<file path="config.mk">
export PLATFORM = sky130hd
export DESIGN_NAME = bru_scheduler
export DESIGN_NICKNAME = d
export VERILOG_FILES = /design/src/bru_sched_pkg.sv /design/src/bru_wakeup_match.sv /design/src/bru_issue_entry.sv /design/src/bru_entry_alloc.sv /design/src/bru_issue_select.sv /design/src/bru_scheduler.sv
export SDC_FILE = /design/constraint.sdc
export NUM_CORES = 1
export LEC_CHECK = 0
export BUFFER_PORTS_ARGS = -buffer_cell sky130_fd_sc_hd__buf_2
export CELL_PAD_IN_SITES_DETAIL_PLACEMENT = 0
export CELL_PAD_IN_SITES_GLOBAL_PLACEMENT = 1
export CORE_ASPECT_RATIO = 1.2
export CORE_MARGIN = 2
export CORE_UTILIZATION = 30
export CTS_BUF_LIST = sky130_fd_sc_hd__clkbuf_8
export CTS_CLUSTER_SIZE = 28
export DETAILED_ROUTE_END_ITERATION = 16
export PLACE_DENSITY_LB_ADDON = 0.1
export REMOVE_ABC_BUFFERS = 1
export SLEW_MARGIN = 20
export SYNTH_ARGS = -nofsm -noshare
export SYNTH_HDL_FRONTEND = slang
export SYNTH_SLANG_ARGS = --single-unit
</file>
<file path="constraint.sdc">
create_clock -name i_clk -period 4 [get_ports i_clk]
set_input_delay 0.8 -clock i_clk [delete_from_list [all_inputs] [get_ports i_clk]]
set_output_delay 0.8 -clock i_clk [all_outputs]
set_load 0.005 [all_outputs]
</file>
<file path="src/bru_sched_pkg.sv">
// Sizes allow at most 8 scheduler entries and at most 16 branches in flight between flushes
package bru_sched_pkg;

  // --------------------
  // Sizes
  localparam int CMT_ID_W    = 5;   // Top bit is the wrap bit
  localparam int RNID_W      = 6;
  localparam int PHY_WR_NUM  = 2;
  localparam int ENTRY_IDX_W = 3;   // Index of an entry inside the queue

  typedef logic [RNID_W-1:0]   rnid_t;
  typedef logic [CMT_ID_W-1:0] cmt_id_t;

  // --------------------
  // Instruction as dispatched
  typedef struct packed {
    logic       valid;
    rnid_t      rnid;
    logic       ready;           // Written back, safe to read
    logic [1:0] predict_ready;   // Early load wake-up, two cycle window
  } src_t;

  typedef struct packed {
    cmt_id_t     cmt_id;
    src_t [1:0]  src;
    logic [15:0] payload;        // Opcode, immediate and target
    logic        dead;
  } disp_t;

  // --------------------
  // Wake-up, flush and issue buses
  typedef struct packed {
    logic  valid;
    rnid_t rnid;
  } phy_wr_t;

  typedef struct packed {
    logic  valid;
    rnid_t rnid;
  } early_wr_t;

  typedef struct packed {
    logic  valid;
    rnid_t rnid;                 // Load destination that missed
  } mispred_t;

  typedef struct packed {
    logic    valid;
    cmt_id_t cmt_id;             // Branch itself survives
  } br_flush_t;

  typedef struct packed {
    logic                   valid;
    cmt_id_t                cmt_id;
    logic [15:0]            payload;
    logic [ENTRY_IDX_W-1:0] entry_idx;
  } issue_t;

  typedef enum logic [1:0] {INIT, WAIT, ISSUED, SCHED_CLEAR} sched_state_t;

  // True when a was allocated after b
  function automatic logic is_younger(input cmt_id_t a, input cmt_id_t b);
    logic same_wrap;
    same_wrap = (a[CMT_ID_W-1] == b[CMT_ID_W-1]);
    if (same_wrap) begin
      return a[CMT_ID_W-2:0] > b[CMT_ID_W-2:0];
    end
    return a[CMT_ID_W-2:0] < b[CMT_ID_W-2:0];  // a has wrapped past b
  endfunction

endpackage

</file>
<file path="src/bru_wakeup_match.sv">
// Purely combinational; each hit is qualified only by the valid bit of its own bus
`timescale 1ns/1ps

module bru_wakeup_match (
  input  bru_sched_pkg::rnid_t     i_rnid,
  input  bru_sched_pkg::phy_wr_t   i_phy_wr [bru_sched_pkg::PHY_WR_NUM],
  input  bru_sched_pkg::early_wr_t i_early_wr,
  input  bru_sched_pkg::mispred_t  i_mispred,
  output logic                     o_phy_hit,
  output logic                     o_early_hit,
  output logic                     o_mispred_hit
);

  import bru_sched_pkg::*;

  logic [PHY_WR_NUM-1:0] w_phy_port_hit;

  // --------------------
  // Write bus, any port
  always_comb begin
    for (int i = 0; i < PHY_WR_NUM; i++) begin
      w_phy_port_hit[i] = i_phy_wr[i].valid & (i_phy_wr[i].rnid == i_rnid);
    end
  end

  assign o_phy_hit = |w_phy_port_hit;

  // --------------------
  // Speculative load path
  assign o_early_hit   = i_early_wr.valid & (i_early_wr.rnid == i_rnid);  // Wake early
  assign o_mispred_hit = i_mispred.valid & (i_mispred.rnid == i_rnid);    // Take it back

endmodule

</file>
<file path="src/bru_issue_entry.sv">
// Put must only target an entry in INIT; the entry frees itself one cycle after a clean issue
`timescale 1ns/1ps

module bru_issue_entry (
  input  logic                      i_clk,
  input  logic                      i_reset_n,
  input  logic                      i_put,
  input  bru_sched_pkg::disp_t      i_put_data,
  input  bru_sched_pkg::phy_wr_t    i_phy_wr [bru_sched_pkg::PHY_WR_NUM],
  input  bru_sched_pkg::early_wr_t  i_early_wr,
  input  bru_sched_pkg::mispred_t   i_mispred,
  input  bru_sched_pkg::br_flush_t  i_br_flush,
  input  logic                      i_commit_flush,
  input  logic                      i_entry_picked,
  output logic                      o_entry_valid,
  output logic                      o_entry_ready,
  output bru_sched_pkg::cmt_id_t    o_cmt_id,
  output bru_sched_pkg::disp_t      o_entry_data,
  output logic                      o_replay
);

  import bru_sched_pkg::*;

  sched_state_t r_state;
  sched_state_t w_state_next;
  disp_t        r_entry;
  disp_t        w_entry_next;
  disp_t        w_init_entry;

  rnid_t      w_rs_rnid [2];
  logic [1:0] w_rs_valid;
  logic [1:0] w_rs_phy_hit;
  logic [1:0] w_rs_early_hit;
  logic [1:0] w_rs_mispred_hit;
  logic [1:0] w_rs_pred_mispred;  // Source woke on a load that missed
  logic       w_any_pred_mispred;

  logic w_entry_flush;
  logic w_put_kill;

  // Source not needed, written, or inside its early window
  function automatic logic src_usable(input src_t src);
    return !src.valid | src.ready | (|src.predict_ready);
  endfunction

  // --------------------
  // Tag compare per source
  for (genvar rs = 0; rs < 2; rs++) begin : g_rs
    // Incoming tags are checked in the put cycle
    assign w_rs_rnid[rs]  = i_put ? i_put_data.src[rs].rnid  : r_entry.src[rs].rnid;
    assign w_rs_valid[rs] = i_put ? i_put_data.src[rs].valid : r_entry.src[rs].valid;

    bru_wakeup_match u_match (
      .i_rnid        (w_rs_rnid[rs]),
      .i_phy_wr      (i_phy_wr),
      .i_early_wr    (i_early_wr),
      .i_mispred     (i_mispred),
      .o_phy_hit     (w_rs_phy_hit[rs]),
      .o_early_hit   (w_rs_early_hit[rs]),
      .o_mispred_hit (w_rs_mispred_hit[rs])
    );

    // A source already written cannot be taken back
    assign w_rs_pred_mispred[rs] = r_entry.src[rs].valid & ~r_entry.src[rs].ready &
                                   (|r_entry.src[rs].predict_ready) & w_rs_mispred_hit[rs];
  end

  assign w_any_pred_mispred = |w_rs_pred_mispred;

  // --------------------
  // Flush and kill
  assign w_entry_flush = o_entry_valid &
                         (i_commit_flush |
                          (i_br_flush.valid & is_younger(r_entry.cmt_id, i_br_flush.cmt_id)));

  assign w_put_kill = i_put_data.dead | i_commit_flush |
                      (i_br_flush.valid & is_younger(i_put_data.cmt_id, i_br_flush.cmt_id));

  // Entry contents as loaded at put
  always_comb begin
    w_init_entry = i_put_data;
    for (int rs = 0; rs < 2; rs++) begin
      w_init_entry.src[rs].ready         = i_put_data.src[rs].ready |
                                           (w_rs_valid[rs] & w_rs_phy_hit[rs]);
      w_init_entry.src[rs].predict_ready = {1'b0, w_rs_valid[rs] & w_rs_early_hit[rs]};
    end
  end

  // --------------------
  // Next state
  always_comb begin
    w_state_next = r_state;
    w_entry_next = r_entry;

    for (int rs = 0; rs < 2; rs++) begin
      w_entry_next.src[rs].ready = r_entry.src[rs].ready | (w_rs_valid[rs] & w_rs_phy_hit[rs]);
      if (w_rs_pred_mispred[rs]) begin
        w_entry_next.src[rs].predict_ready = 2'b00;  // Early window closed by the miss
      end else begin
        w_entry_next.src[rs].predict_ready = {r_entry.src[rs].predict_ready[0],
                                              w_rs_valid[rs] & w_rs_early_hit[rs]};
      end
    end

    case (r_state)
      INIT: begin
        if (i_put) begin
          w_entry_next = w_init_entry;
          w_state_next = w_put_kill ? SCHED_CLEAR : WAIT;
        end
      end
      WAIT: begin
        if (w_entry_flush) begin
          w_state_next = INIT;
        end else if (o_entry_ready & i_entry_picked) begin
          w_state_next = ISSUED;
        end
      end
      ISSUED: begin
        if (w_entry_flush) begin
          w_state_next = INIT;
        end else if (w_any_pred_mispred) begin
          w_state_next = WAIT;  // Replay, wait for the real write
          w_entry_next.src[0].predict_ready = 2'b00;
          w_entry_next.src[1].predict_ready = 2'b00;
        end else begin
          w_state_next = SCHED_CLEAR;
        end
      end
      SCHED_CLEAR: begin
        w_state_next = INIT;
      end
      default: begin
        w_state_next = INIT;
      end
    endcase
  end

  always_ff @(posedge i_clk or negedge i_reset_n) begin
    if (!i_reset_n) begin
      r_state <= INIT;
    end else begin
      r_state <= w_state_next;
    end
  end

  always_ff @(posedge i_clk) begin
    r_entry <= w_entry_next;
  end

  // --------------------
  // Outputs
  assign o_entry_valid = (r_state != INIT);
  assign o_entry_ready = (r_state == WAIT) & !w_entry_flush & !w_any_pred_mispred &
                         src_usable(r_entry.src[0]) & src_usable(r_entry.src[1]);
  assign o_cmt_id      = r_entry.cmt_id;
  assign o_entry_data  = r_entry;
  assign o_replay      = (r_state == ISSUED) & w_any_pred_mispred;  // Same cycle as o_issue

endmodule

</file>
<file path="src/bru_entry_alloc.sv">
// Lowest free entry wins; a dispatch while no entry is free is dropped without back-pressure
`timescale 1ns/1ps

module bru_entry_alloc #(
  parameter int ENTRY_NUM = 4
) (
  input  logic                 i_disp_valid,
  input  logic [ENTRY_NUM-1:0] i_entry_valid,
  output logic [ENTRY_NUM-1:0] o_put,
  output logic                 o_disp_ready
);

  logic [ENTRY_NUM-1:0] w_free;
  logic [ENTRY_NUM-1:0] w_first_free;

  assign w_free = ~i_entry_valid;

  // Priority encoder, index 0 first
  always_comb begin
    logic found;
    w_first_free = '0;
    found        = 1'b0;
    for (int i = 0; i < ENTRY_NUM; i++) begin
      if (w_free[i] && !found) begin
        w_first_free[i] = 1'b1;
        found           = 1'b1;
      end
    end
  end

  assign o_put        = i_disp_valid ? w_first_free : '0;  // One-hot or empty
  assign o_disp_ready = |w_free;

endmodule

</file>
<file path="src/bru_issue_select.sv">
// Ready entries must hold distinct commit ids less than half the wrap range apart
`timescale 1ns/1ps

module bru_issue_select #(
  parameter int ENTRY_NUM = 4
) (
  input  logic                   i_clk,
  input  logic                   i_reset_n,
  input  logic [ENTRY_NUM-1:0]   i_entry_ready,
  input  bru_sched_pkg::cmt_id_t i_cmt_id     [ENTRY_NUM],
  input  bru_sched_pkg::disp_t   i_entry_data [ENTRY_NUM],
  output logic [ENTRY_NUM-1:0]   o_picked,
  output bru_sched_pkg::issue_t  o_issue
);

  import bru_sched_pkg::*;

  logic [ENTRY_NUM-1:0]   w_older [ENTRY_NUM];  // Row i, column j: i not younger than j
  logic                   w_any_picked;
  cmt_id_t                w_pick_cmt_id;
  logic [15:0]            w_pick_payload;
  logic [ENTRY_IDX_W-1:0] w_pick_idx;

  logic                   r_issue_valid;
  cmt_id_t                r_issue_cmt_id;
  logic [15:0]            r_issue_payload;
  logic [ENTRY_IDX_W-1:0] r_issue_idx;

  // --------------------
  // Age matrix
  always_comb begin
    for (int i = 0; i < ENTRY_NUM; i++) begin
      for (int j = 0; j < ENTRY_NUM; j++) begin
        w_older[i][j] = (i == j) | is_younger(i_cmt_id[j], i_cmt_id[i]);
      end
    end
  end

  // Oldest among the ready ones
  for (genvar i = 0; i < ENTRY_NUM; i++) begin : g_pick
    assign o_picked[i] = i_entry_ready[i] & (&(w_older[i] | ~i_entry_ready));
  end

  assign w_any_picked = |o_picked;

  always_comb begin
    w_pick_cmt_id  = '0;
    w_pick_payload = '0;
    w_pick_idx     = '0;
    for (int i = 0; i < ENTRY_NUM; i++) begin
      if (o_picked[i]) begin
        w_pick_cmt_id  = i_entry_data[i].cmt_id;
        w_pick_payload = i_entry_data[i].payload;
        w_pick_idx     = ENTRY_IDX_W'(i);
      end
    end
  end

  // --------------------
  // Issue register
  always_ff @(posedge i_clk or negedge i_reset_n) begin
    if (!i_reset_n) begin
      r_issue_valid <= 1'b0;
    end else begin
      r_issue_valid <= w_any_picked;
    end
  end

  always_ff @(posedge i_clk) begin
    if (w_any_picked) begin
      r_issue_cmt_id  <= w_pick_cmt_id;
      r_issue_payload <= w_pick_payload;
      r_issue_idx     <= w_pick_idx;
    end
  end

  always_comb begin
    o_issue.valid     = r_issue_valid;
    o_issue.cmt_id    = r_issue_cmt_id;
    o_issue.payload   = r_issue_payload;
    o_issue.entry_idx = r_issue_idx;
  end

endmodule

</file>
<file path="src/bru_scheduler.sv">
// Driver holds i_disp_valid low while o_disp_ready is low; ENTRY_NUM is limited to 8
`timescale 1ns/1ps

module bru_scheduler #(
  parameter int ENTRY_NUM = 4
) (
  input  logic                      i_clk,
  input  logic                      i_reset_n,
  input  logic                      i_disp_valid,
  input  bru_sched_pkg::disp_t      i_disp,
  output logic                      o_disp_ready,
  input  bru_sched_pkg::phy_wr_t    i_phy_wr [bru_sched_pkg::PHY_WR_NUM],
  input  bru_sched_pkg::early_wr_t  i_early_wr,
  input  bru_sched_pkg::mispred_t   i_mispred,
  input  bru_sched_pkg::br_flush_t  i_br_flush,
  input  logic                      i_commit_flush,
  output bru_sched_pkg::issue_t     o_issue,
  output logic                      o_issue_cancel
);

  import bru_sched_pkg::*;

  logic [ENTRY_NUM-1:0] w_put;
  logic [ENTRY_NUM-1:0] w_entry_valid;
  logic [ENTRY_NUM-1:0] w_entry_ready;
  logic [ENTRY_NUM-1:0] w_picked;
  logic [ENTRY_NUM-1:0] w_replay;
  cmt_id_t              w_cmt_id     [ENTRY_NUM];
  disp_t                w_entry_data [ENTRY_NUM];

  bru_entry_alloc #(.ENTRY_NUM(ENTRY_NUM)) u_alloc (
    .i_disp_valid  (i_disp_valid),
    .i_entry_valid (w_entry_valid),
    .o_put         (w_put),
    .o_disp_ready  (o_disp_ready)
  );

  for (genvar e = 0; e < ENTRY_NUM; e++) begin : g_entry
    bru_issue_entry u_entry (
      .i_clk          (i_clk),
      .i_reset_n      (i_reset_n),
      .i_put          (w_put[e]),
      .i_put_data     (i_disp),
      .i_phy_wr       (i_phy_wr),
      .i_early_wr     (i_early_wr),
      .i_mispred      (i_mispred),
      .i_br_flush     (i_br_flush),
      .i_commit_flush (i_commit_flush),
      .i_entry_picked (w_picked[e]),
      .o_entry_valid  (w_entry_valid[e]),
      .o_entry_ready  (w_entry_ready[e]),
      .o_cmt_id       (w_cmt_id[e]),
      .o_entry_data   (w_entry_data[e]),
      .o_replay       (w_replay[e])
    );
  end

  bru_issue_select #(.ENTRY_NUM(ENTRY_NUM)) u_select (
    .i_clk         (i_clk),
    .i_reset_n     (i_reset_n),
    .i_entry_ready (w_entry_ready),
    .i_cmt_id      (w_cmt_id),
    .i_entry_data  (w_entry_data),
    .o_picked      (w_picked),
    .o_issue       (o_issue)
  );

  // At most one entry sits in ISSUED at a time
  assign o_issue_cancel = |w_replay;

endmodule

</file>
==> results of run 1 <==
[logic make-up (layout without fill, tap and decap cells)]
group	count (synthesis)	in the layout
other	1	1
muxes	46	46
adders and majority gates	44	44
DFF	196	196
buffers and inverters	136	378
xor gates and xnor gates	192	192
and+or+nand+nor	294	294
AOI/OAI and AO/OA	248	248
[repair_timing]
action,CTS,global route
gates resized for setup,26,31
pin swaps,7,15
setup buffers,10,17
setup endpoints to repair,1,6
[synthesized netlist by cell type (4+ instances only)]
master     count
nor3_1        12
a21oi_1       57
nand2_1       60
nor2b_1       23
buf_2         19
o211ai_1       8
xnor2_1       99
nand2b_1      12
clkbuf_1      23
o21a_1        27
a2111oi_0      4
and3_1         5
a211oi_1      17
a22oi_1        4
ha_1          44
buf_4          5
mux2i_1       37
nand3_1       23
o2bb2ai_1     22
nor4_1        17
mux2_2         5
dfxtp_1       24
or2_2          5
dfrtp_1        9
and2_1         4
buf_6          4
a311oi_1       5
nor4b_1        7
xor2_1        93
inv_1         57
a31oi_1        5
nor3b_1        4
nor2_1        48
o22a_1        21
nand4_1       37
edfxtp_1     163
o21ai_0       25
or4_1         10
buf_1         23
o41ai_1        6
[routing by layer]
metal | global-route usage, % | vias up
met3 | 2.49 | 54
met2 | 37.4 | 236
met4 | 7.58 | 0
met1 | 26.5 | 4847
met5 | 0 | -
li1 | - | 4734
[cells in the final DEF (no fill, tap or decap), drive strengths merged, types with 9 or more instances in the layout]
cell and instances:
nand2b 12, xor2 93, inv 66, edfxtp 163
clkbuf 17, or4 10, dfrtp 9, nand2 62
nand3 24, mux2i 41, nor4 18, a21oi 59
o22a 22, nand4 38, a211oi 18, ha 44
o2bb2ai 22, nor3 12, nor2 49, nor2b 23
o21ai 29, xnor2 99, buf 286, dfxtp 24
o21a 27
[layout make-up]
| type | count | area (um2) | area share (%) |
|---|---|---|---|
| Tap cell | 539 | 674 | 4.37 |
| Clock inverter | 15 | 203 | 1.31 |
| Sequential cell | 196 | 5610 | 36.4 |
| Multi-Input combinational cell | 825 | 6390 | 41.4 |
| Timing Repair Buffer | 286 | 2080 | 13.5 |
| Inverter | 60 | 235 | 1.53 |
| Clock buffer | 17 | 234 | 1.52 |
[worst max path at each step]
| stage | from | to |
|---|---|---|
| 5_1_grt | g_entry[1].u_entry.r_state[1] | o_issue_cancel |
| 3_5_place_dp | i_br_flush[1] | u_select.r_issue_payload[10] |
| 2_1_floorplan | i_disp_valid | u_select.r_issue_cmt_id[0] |
| 3_3_place_gp | i_br_flush[1] | u_select.r_issue_payload[10] |
| 6_report | g_entry[2].u_entry.r_state[0] | o_issue_cancel |
| 4_1_cts | g_entry[1].u_entry.r_state[1] | o_issue_cancel |
[power breakdown]
group | internal, mW | switching [mW] | leakage, nW
logic | 1.52 | 1.95 | 3.87
registers | 2.73 | 0.229 | 1.81
clock network | 0.492 | 0.916 | 0.210
[through the flow]
step / hold slack, ns / area (um2) / total power [mW] / cells / TNS (ns)
CTS: 0.0725 / 15200 / 7.76 / 1924 / 0
global route: 0.0843 / 15400 / 8.31 / 1938 / -0.0168
finish: 0.0911 / 15400 / 7.84 / 1938 / 0
global placement: 0.422 / 14500 / 6.18 / 1882 / -12.38
floorplan: 0.410 / 12000 / 4.74 / 1081 / -72.15
detailed placement: 0.420 / 14500 / 6.21 / 1882 / -12.44
[registers in the layout, indices dropped and copies added (netlist names)]
name	count
u_select.r_issue_cmt_id	5
g_entry.u_entry.o_entry_data	144
u_select.r_issue_idx	2
u_select.r_issue_payload	16
u_select.r_issue_valid	1
g_entry.u_entry.r_state	8
g_entry.u_entry.o_cmt_id	20
[critical path, delay by kind of cell, from the launching register on]
kind            cells  cell delay (ns)
compound gates      3             0.88
buf+inv             4             0.59
simple gates        4             0.64
flops               1             0.45
==> impl_metrics.py, run 1 <==
metrics = {
    "logic_synthesis": {
        "synth_top_area_share_pct": 39.6,
        "ys.flop_type": "edfxtp_1",
        "yosysUniqueCellTypes": 93,
        "ys_seq_elements": 196,
        "synth_edf_count": 163,
        "synth_warnings": 0,
        "synth_area_um2": 12400,
        "synth.mux.area_fraction_pct": 3.97,
        "syn_inst": 1157,
        "synth_top_family_by_area": "compound AO/OA/AOI/OAI gates",
        "async_flop_share_pct": 4.59,
        "yosys.area_share.simple_pct": 13.3,
        "ys_seq_area_share_pct": 45.3,
        "synth_compound_area_share_pct": 14.6,
        "yosys.area_share.adder_pct": 4.45,
        "netlist_top_cells_area": "edfxtp_1, xnor2_1, xor2_1",
        "synthXorXnorAreaFrac_pct": 13.6,
        "synth_top_area_cell": "edfxtp_1",
        "syn_area_per_cell_um2": 10.7,
    },
    "setup_path": {
        "worst_path_most_repeated_cell": "buf_4",
        "required_ns": 3.20,
        "cpPeakStageDelay_ns": 0.45,
        "r2r_cells": 12,
        "crit_chain": "o22a_4, nand3_4, inv_8, and3_1, o32ai_2, buf_4, nor4_2, buf_4, or2_4, a311o_1, buf_2",
        "worstSetupPathType": "reg -> out",
        "reg2reg_to": "u_select.r_issue_cmt_id[1]",
        "cp-end-kind": "output pin",
        "path_max_fanout": 12,
        "cp-start-kind": "register",
        "crit_arrival_ns": 3.12,
        "r2r_slack_ns": 0.23,
        "cpMaxStageDelayCell": "dfrtp_1",
        "r2r_start": "g_entry[2].u_entry.o_cmt_id[1]",
    },
    "floorplan": {
        "start_util_pct": 30.3,
        "fp.coreArea_um2": 40700,
        "die_area_um2": 42900,
        "ioPinCount": 107,
        "rows": 81,
        "die_y_um": 226,
        "die_x_um": 189,
    },
    "drt": {
        "wl_met1_um": 19600,
        "wl_met2_um": 22300,
        "ant_nets": 0,
        "wl_met3_um": 1500,
        "drcViolationCount": 0,
        "avgRoutedWirePerCell_um": 23.0,
        "highest_layer": "met4",
        "drt_pass1_iterations": 5,
        "routed_wl_um": 44600,
        "viasPerCell": 5.09,
        "drt_iter0_markers": 635,
        "via_count": 9871,
    },
    "grt": {
        "grt_pass1_wl_um": 65600,
        "grtUsageTotal_pct": 21.1,
        "grt_pass1_vias": 9940,
        "antenna_found_initial": 0,
        "grt.overflow.total": 0,
        "grt_max_degree": 44,
    },
    "clocking": {
        "h-tree-depth": 4,
        "clk_pin_slew_worst_paths_ns": 0.12,
        "tritoncts": "built",
        "cts-root-buf": "clkbuf_8",
        "cts_buffers": 17,
        "cts_buffer_depth": 2,
        "insertion_delay_ns": 0.55,
        "clock_sinks": 196,
        "ctsHoldBuffers": 0,
    },
    "sta": {
        "finalSetupViolCount": 0,
        "finalCriticalPeriod_ns": 3.92,
        "drv_slew": 0,
        "worst_pin_slew_ns": 0.884,
        "finalHoldViolCount": 0,
        "worst_slack_ns": 0.0834,
        "fmax_mhz": 255,
        "worst_clock_skew_ns": 0.0203,
        "timing.slew.headroom_pct": 40.3,
        "rsz0062_at_grt": "true",
        "period_share_pct": 97.9,
    },
    "power_and_ir_drop": {
        "power_density_nw_per_um2": 508,
        "p_leak_nw": 5.89,
        "peakVddDrop_mv": 0.277,
    },
    "finish": {
        "final_util_pct": 37.9,
        "nets": 1510,
        "diodes": 0,
        "syn_to_final_growth_pct": 24.7,
        "fill_cells": 4138,
        "drive_above_1_share_pct": 27.7,
    },
    "status": {
        "status": "completed",
    },
    "placement": {
        "pre_cts_ws_ns": -0.286,
        "dp_hpwl_um": 33000,
        "gp_congestion": 0.855,
        "io_buffers": 101,
    },
    "hold_path": {
        "hold_class": "in -> async",
    },
    "run": {
        "max-cap-violations": 0,
    },
}
No activity file was read; power rests on OpenSTA's default activity.
==> run 2: changes to the inputs <==
--- a/config.mk
+++ b/config.mk
@@ -10,7 +10,7 @@
 export CELL_PAD_IN_SITES_GLOBAL_PLACEMENT = 1
 export CORE_ASPECT_RATIO = 1.2
 export CORE_MARGIN = 2
-export CORE_UTILIZATION = 30
+export CORE_UTILIZATION = 38
 export CTS_BUF_LIST = sky130_fd_sc_hd__clkbuf_8
 export CTS_CLUSTER_SIZE = 28
 export DETAILED_ROUTE_END_ITERATION = 16
==> impl_metrics.py, run 2 (synthesis gave the netlist of run 1 again) <==
metrics = {
    "power_and_ir_drop": {
        "power_mw": 7.58,
        "peakVddDrop_mv": 0.194,
        "p_leak_nw": 5.75,
        "power_density_nw_per_um2": 504,
    },
    "sta": {
        "finalHoldViolCount": 0,
        "fmax_mhz": 256,
        "finalCriticalPeriod_ns": 3.90,
        "worst_clock_skew_ns": 0.0190,
        "worst_slack_ns": 0.100,
        "worst_pin_slew_ns": 0.874,
        "finalSetupViolCount": 0,
        "drv_slew": 0,
        "period_share_pct": 97.5,
        "timing.hold.ws_ns": 0.172,
        "timing.slew.headroom_pct": 40.2,
    },
    "finish": {
        "fill_cells": 3032,
        "diodes": 0,
        "layout_commonest_cell": "edfxtp_1",
        "layout_common_cells": "edfxtp_1, buf_4, buf_2, xnor2_1, xor2_1",
        "syn_to_final_growth_pct": 21.6,
        "drive_above_1_share_pct": 26.4,
        "nets": 1485,
        "final_util_pct": 46.8,
        "largest_reg_flops": 144,
    },
    "clocking": {
        "ctsHoldBuffers": 0,
        "cts-root-buf": "clkbuf_8",
        "h-tree-depth": 4,
        "cts_buffers": 17,
        "clk_pin_slew_worst_paths_ns": 0.11,
        "insertion_delay_ns": 0.50,
        "tritoncts": "built",
        "clock_sinks": 196,
        "cts_buffer_depth": 2,
    },
    "grt": {
        "grt_pass1_vias": 9701,
        "grt_pass1_wl_um": 59300,
        "grtUsageTotal_pct": 23.5,
        "use_met2_pct": 42.8,
        "grt_max_degree": 44,
        "antenna_found_initial": 0,
        "grt.overflow.total": 0,
        "grt_use_met1_pct": 28.5,
        "grt.busiest_layer": "met2",
        "use_met3_pct": 2.75,
    },
    "setup_path": {
        "cp-start-kind": "register",
        "worstSetupPathType": "reg -> out",
        "required_ns": 3.20,
        "r2r_cells": 14,
        "crit_arrival_ns": 3.10,
        "r2r_slack_ns": 0.21,
        "cp-end-kind": "output pin",
        "path_max_fanout": 7,
    },
    "floorplan": {
        "die_x_um": 169,
        "ioPinCount": 107,
        "die_y_um": 202,
        "die_area_um2": 34000,
        "rows": 72,
        "start_util_pct": 38.4,
        "fp.coreArea_um2": 32200,
    },
    "status": {
        "status": "completed",
    },
    "drt": {
        "avgRoutedWirePerCell_um": 22.1,
        "routed_wl_um": 39300,
        "via_count": 9679,
        "drt_pass1_iterations": 7,
        "drcViolationCount": 0,
        "ant_nets": 0,
        "drt_iter0_markers": 606,
        "viasPerCell": 5.44,
    },
    "run": {
        "max-cap-violations": 0,
    },
    "placement": {
        "gp_congestion": 0.859,
        "io_buffers": 101,
        "pre_cts_ws_ns": -0.219,
        "dp_hpwl_um": 30600,
    },
    "hold_path": {
        "hold_class": "in -> async",
    },
}
## run 2: changes by cell type in the layout (fill, tap and decap cells not counted), moves of 2 or more
cell      change
buf_4        -24
clkinv_8      -4
inv_8         +3
buf_12        -2
o21ai_0       +2
o21ai_1       -2
## run 2: final cells by class
cell class | instances | area [um2] | area share (%)
multi-input combinational | 825 | 6380 | 42.4
sequential | 196 | 5610 | 37.3
tap | 407 | 509 | 3.39
timing repair buffer | 261 | 1900 | 12.6
inverter | 60 | 235 | 1.56
clock inverter | 14 | 171 | 1.14
clock buffer | 17 | 234 | 1.56
## run 2: power by group
group	switching, mW	internal, mW
sequential	0.228	2.73
clock	0.856	0.484
combinational	1.86	1.42
total	2.95	4.63
## run 2: worst max-delay path, cell delays in order (launching register included)
cell,delay [ns]
dfrtp_2,0.48
or3b_4,0.43
inv_4,0.08
buf_12,0.12
mux2i_4,0.26
o2111ai_2,0.13
nor4_2,0.31
bufbuf_16,0.30
nor2_4,0.03
o32ai_2,0.09
a311o_1,0.21
buf_2,0.14
## run 2: stage by stage
step	TNS, ns	cell area, um2	cells
floorplan	-72.15	12000	1081
global placement	-9.18	14300	1740
detailed placement	-9.32	14300	1740
CTS	0	14800	1773
global route	-0.0548	15000	1780
finish	0	15000	1780
## run 2: per-layer routing
metal,share of wire (%),vias up
met5,0,-
met4,3.1,0
met3,3.8,69
met2,52,256
met1,41,4678
li1,-,4676
## run 2: path summary, 6_finish.rpt
check,from,endpoint
worst max-delay path,g_entry[0].u_entry.r_state[1],o_issue_cancel
worst min-delay path,i_reset_n,u_select.r_issue_valid
worst max register to register,g_entry[0].u_entry.r_state[1],u_select.r_issue_payload[15]
worst min register to register,g_entry[2].u_entry.o_entry_data[17],g_entry[2].u_entry.o_entry_data[18]
max in group asynchronous,i_reset_n,g_entry[2].u_entry.r_state[0]
min in group i_clk,g_entry[2].u_entry.o_entry_data[17],g_entry[2].u_entry.o_entry_data[18]
## run 2: timing repair
action / 4_1_cts / 5_1_grt
pin swaps: 2 / 10
setup buffers: 2 / 8
resized for setup: 22 / 33
endpoints found under the setup margin: 1 / 1
==> run 3: changes to the inputs <==
--- a/config.mk
+++ b/config.mk
@@ -8,7 +8,6 @@
 export BUFFER_PORTS_ARGS = -buffer_cell sky130_fd_sc_hd__buf_2
 export CELL_PAD_IN_SITES_DETAIL_PLACEMENT = 0
 export CELL_PAD_IN_SITES_GLOBAL_PLACEMENT = 1
-export CORE_ASPECT_RATIO = 1.2
 export CORE_MARGIN = 2
 export CORE_UTILIZATION = 38
 export CTS_BUF_LIST = sky130_fd_sc_hd__clkbuf_8
==> impl_metrics.py, run 3 (synthesis gave the netlist of run 1 again) <==
metrics = {
    "floorplan": {
        "fp.coreArea_um2": 32300,
        "ioPinCount": 107,
        "die_area_um2": 34000,
        "die_x_um": 184,
        "rows": 66,
        "start_util_pct": 38.3,
        "die_y_um": 184,
    },
    "finish": {
        "drive_above_1_share_pct": 26.6,
        "fill_cells": 3040,
        "layout_commonest_cell": "edfxtp_1",
        "largest_reg_flops": 144,
        "regArea_um2": 5600,
        "layout_common_cells": "edfxtp_1, buf_4, buf_2, xnor2_1, xor2_1",
        "final_area_um2": 15200,
        "final_util_pct": 47.0,
        "diodes": 0,
        "syn_to_final_growth_pct": 22.8,
        "multi_input_area_um2": 6390,
        "nets": 1501,
    },
    "power_and_ir_drop": {
        "p_int_mw": 4.70,
        "p_leak_nw": 5.83,
        "p_comb_share_pct": 44.4,
        "p_clk_share_pct": 17.7,
        "power_mw": 7.72,
        "power_density_nw_per_um2": 508,
        "seq_power_share_pct": 37.9,
        "power_switching_mw": 3.02,
        "sw_frac_of_total_pct": 39.1,
        "peakVddDrop_mv": 0.284,
    },
    "clocking": {
        "clock_sinks": 196,
        "ctsHoldBuffers": 0,
        "cts_buffers": 17,
        "clk_pin_slew_worst_paths_ns": 0.12,
        "insertion_delay_ns": 0.49,
        "h-tree-depth": 4,
        "cts-root-buf": "clkbuf_8",
        "cts_buffer_depth": 2,
        "tritoncts": "built",
    },
    "grt": {
        "grtUsageTotal_pct": 24.2,
        "grt.overflow.total": 0,
        "grt_max_degree": 44,
        "grt_pass1_wl_um": 60700,
        "antenna_found_initial": 1,
        "grt_pass1_vias": 9751,
    },
    "drt": {
        "avgRoutedWirePerCell_um": 22.0,
        "drt_iter0_markers": 582,
        "drcViolationCount": 0,
        "viasPerCell": 5.35,
        "drt_pass1_iterations": 5,
        "ant_nets": 0,
        "via_count": 9807,
        "routed_wl_um": 40300,
    },
    "setup_path": {
        "crit_arrival_ns": 3.10,
        "cp-startpoint": "g_entry[0].u_entry.r_state[1]",
        "worstSetupPathType": "reg -> out",
        "r2r_cells": 13,
        "path_max_fanout": 6,
        "cp-start-kind": "register",
        "reg2reg_to": "u_select.r_issue_payload[5]",
        "cp-end-kind": "output pin",
        "r2r_slack_ns": 0.21,
        "required_ns": 3.20,
        "r2r_start": "g_entry[3].u_entry.o_cmt_id[1]",
    },
    "sta": {
        "rsz0062_at_grt": "true",
        "finalHoldViolCount": 0,
        "period_share_pct": 97.6,
        "worst_pin_slew_ns": 0.842,
        "finalSetupTns_ns": 0,
        "finalCriticalPeriod_ns": 3.90,
        "worst_clock_skew_ns": 0.0184,
        "finalSetupViolCount": 0,
        "timing.slew.headroom_pct": 43.2,
        "fmax_mhz": 256,
        "drv_slew": 0,
    },
    "hold_path": {
        "hold_class": "in -> async",
    },
    "run": {
        "max-cap-violations": 0,
    },
    "placement": {
        "dp_hpwl_um": 30300,
        "placed_cell_area_um2": 14300,
        "io_buffers": 101,
        "gp_congestion": 0.890,
    },
    "status": {
        "status": "completed",
    },
}
-- run 3: cell count changes in the layout (fill, tap and decap cells not counted), sizes merged --
cell	previous run	this run
clkbuf	17	19
bufbuf	1	0
buf	260	276
inv	70	67
clkinv	3	6
-- run 3: repair_timing --
action                                  4_1_cts  5_1_grt
endpoints found under the setup margin        1        1
setup buffers                                 9       11
cloned                                        0        1
endpoints found under the hold margin         0        0
pin swaps                                     6       10
resized for setup                            27       31
-- run 3: metrics by stage --
stage	std cells	setup slack, ns	hold slack, ns
after floorplan	1081	-1.76	0.410
after detailed placement	1780	-0.225	0.423
after global routing	1832	-0.0174	0.129
final	1832	0.0962	0.149
after global placement	1780	-0.217	0.415
after CTS	1821	0.00399	0.128
-- run 3: final cells by class --
cell class,count,share of cell area (%)
well taps,442,3.64
multi-input cells,825,42.1
inverters,60,1.60
repair buffers,277,13.0
clock inverters,14,1.13
flip-flops and latches,196,36.9
clock buffers,18,1.63
-- run 3: how the worst max path moves through the flow --
stage,endpoint,slack [ns],depth (start not counted)
6_report,o_issue_cancel,0.1,12
5_1_grt,o_issue_cancel,-0.02,12
4_1_cts,o_issue_cancel,0.004,9
3_5_place_dp,u_select.r_issue_cmt_id[4],-0.22,14
3_3_place_gp,u_select.r_issue_payload[15],-0.22,14
2_1_floorplan,u_select.r_issue_cmt_id[0],-1.76,10
-- run 3: routing by layer --
layer / GRT usage, % / vias up / share of wire, %
met2: 42.0 / 249 / 49
met3: 3.54 / 64 / 3.9
li1: - / 4715 / -
met1: 31.5 / 4779 / 44
met5: 0 / - / 0
met4: 6.69 / 0 / 2.7
-- run 3: worst max-delay path, cell delays in order, from the launching register on --
cell,delay [ns]
dfrtp_1,0.42
buf_6,0.14
or3b_4,0.43
clkinv_4,0.07
buf_12,0.13
mux2i_4,0.27
xnor2_2,0.11
nor4_4,0.39
buf_4,0.20
nor2_4,0.04
o32ai_4,0.11
a311o_1,0.18
buf_2,0.12
-- run 3: power by group through the flow --
stage / sequential (mW) / clock (mW) / combinational [mW]
detailed placement: 2.97 / 0 / 3.16
finish: 2.93 / 1.37 / 3.42
global placement: 2.97 / 0 / 3.13
CTS: 2.93 / 1.41 / 3.27
global route: 2.97 / 1.49 / 3.73
floorplan: 2.95 / 0 / 1.79
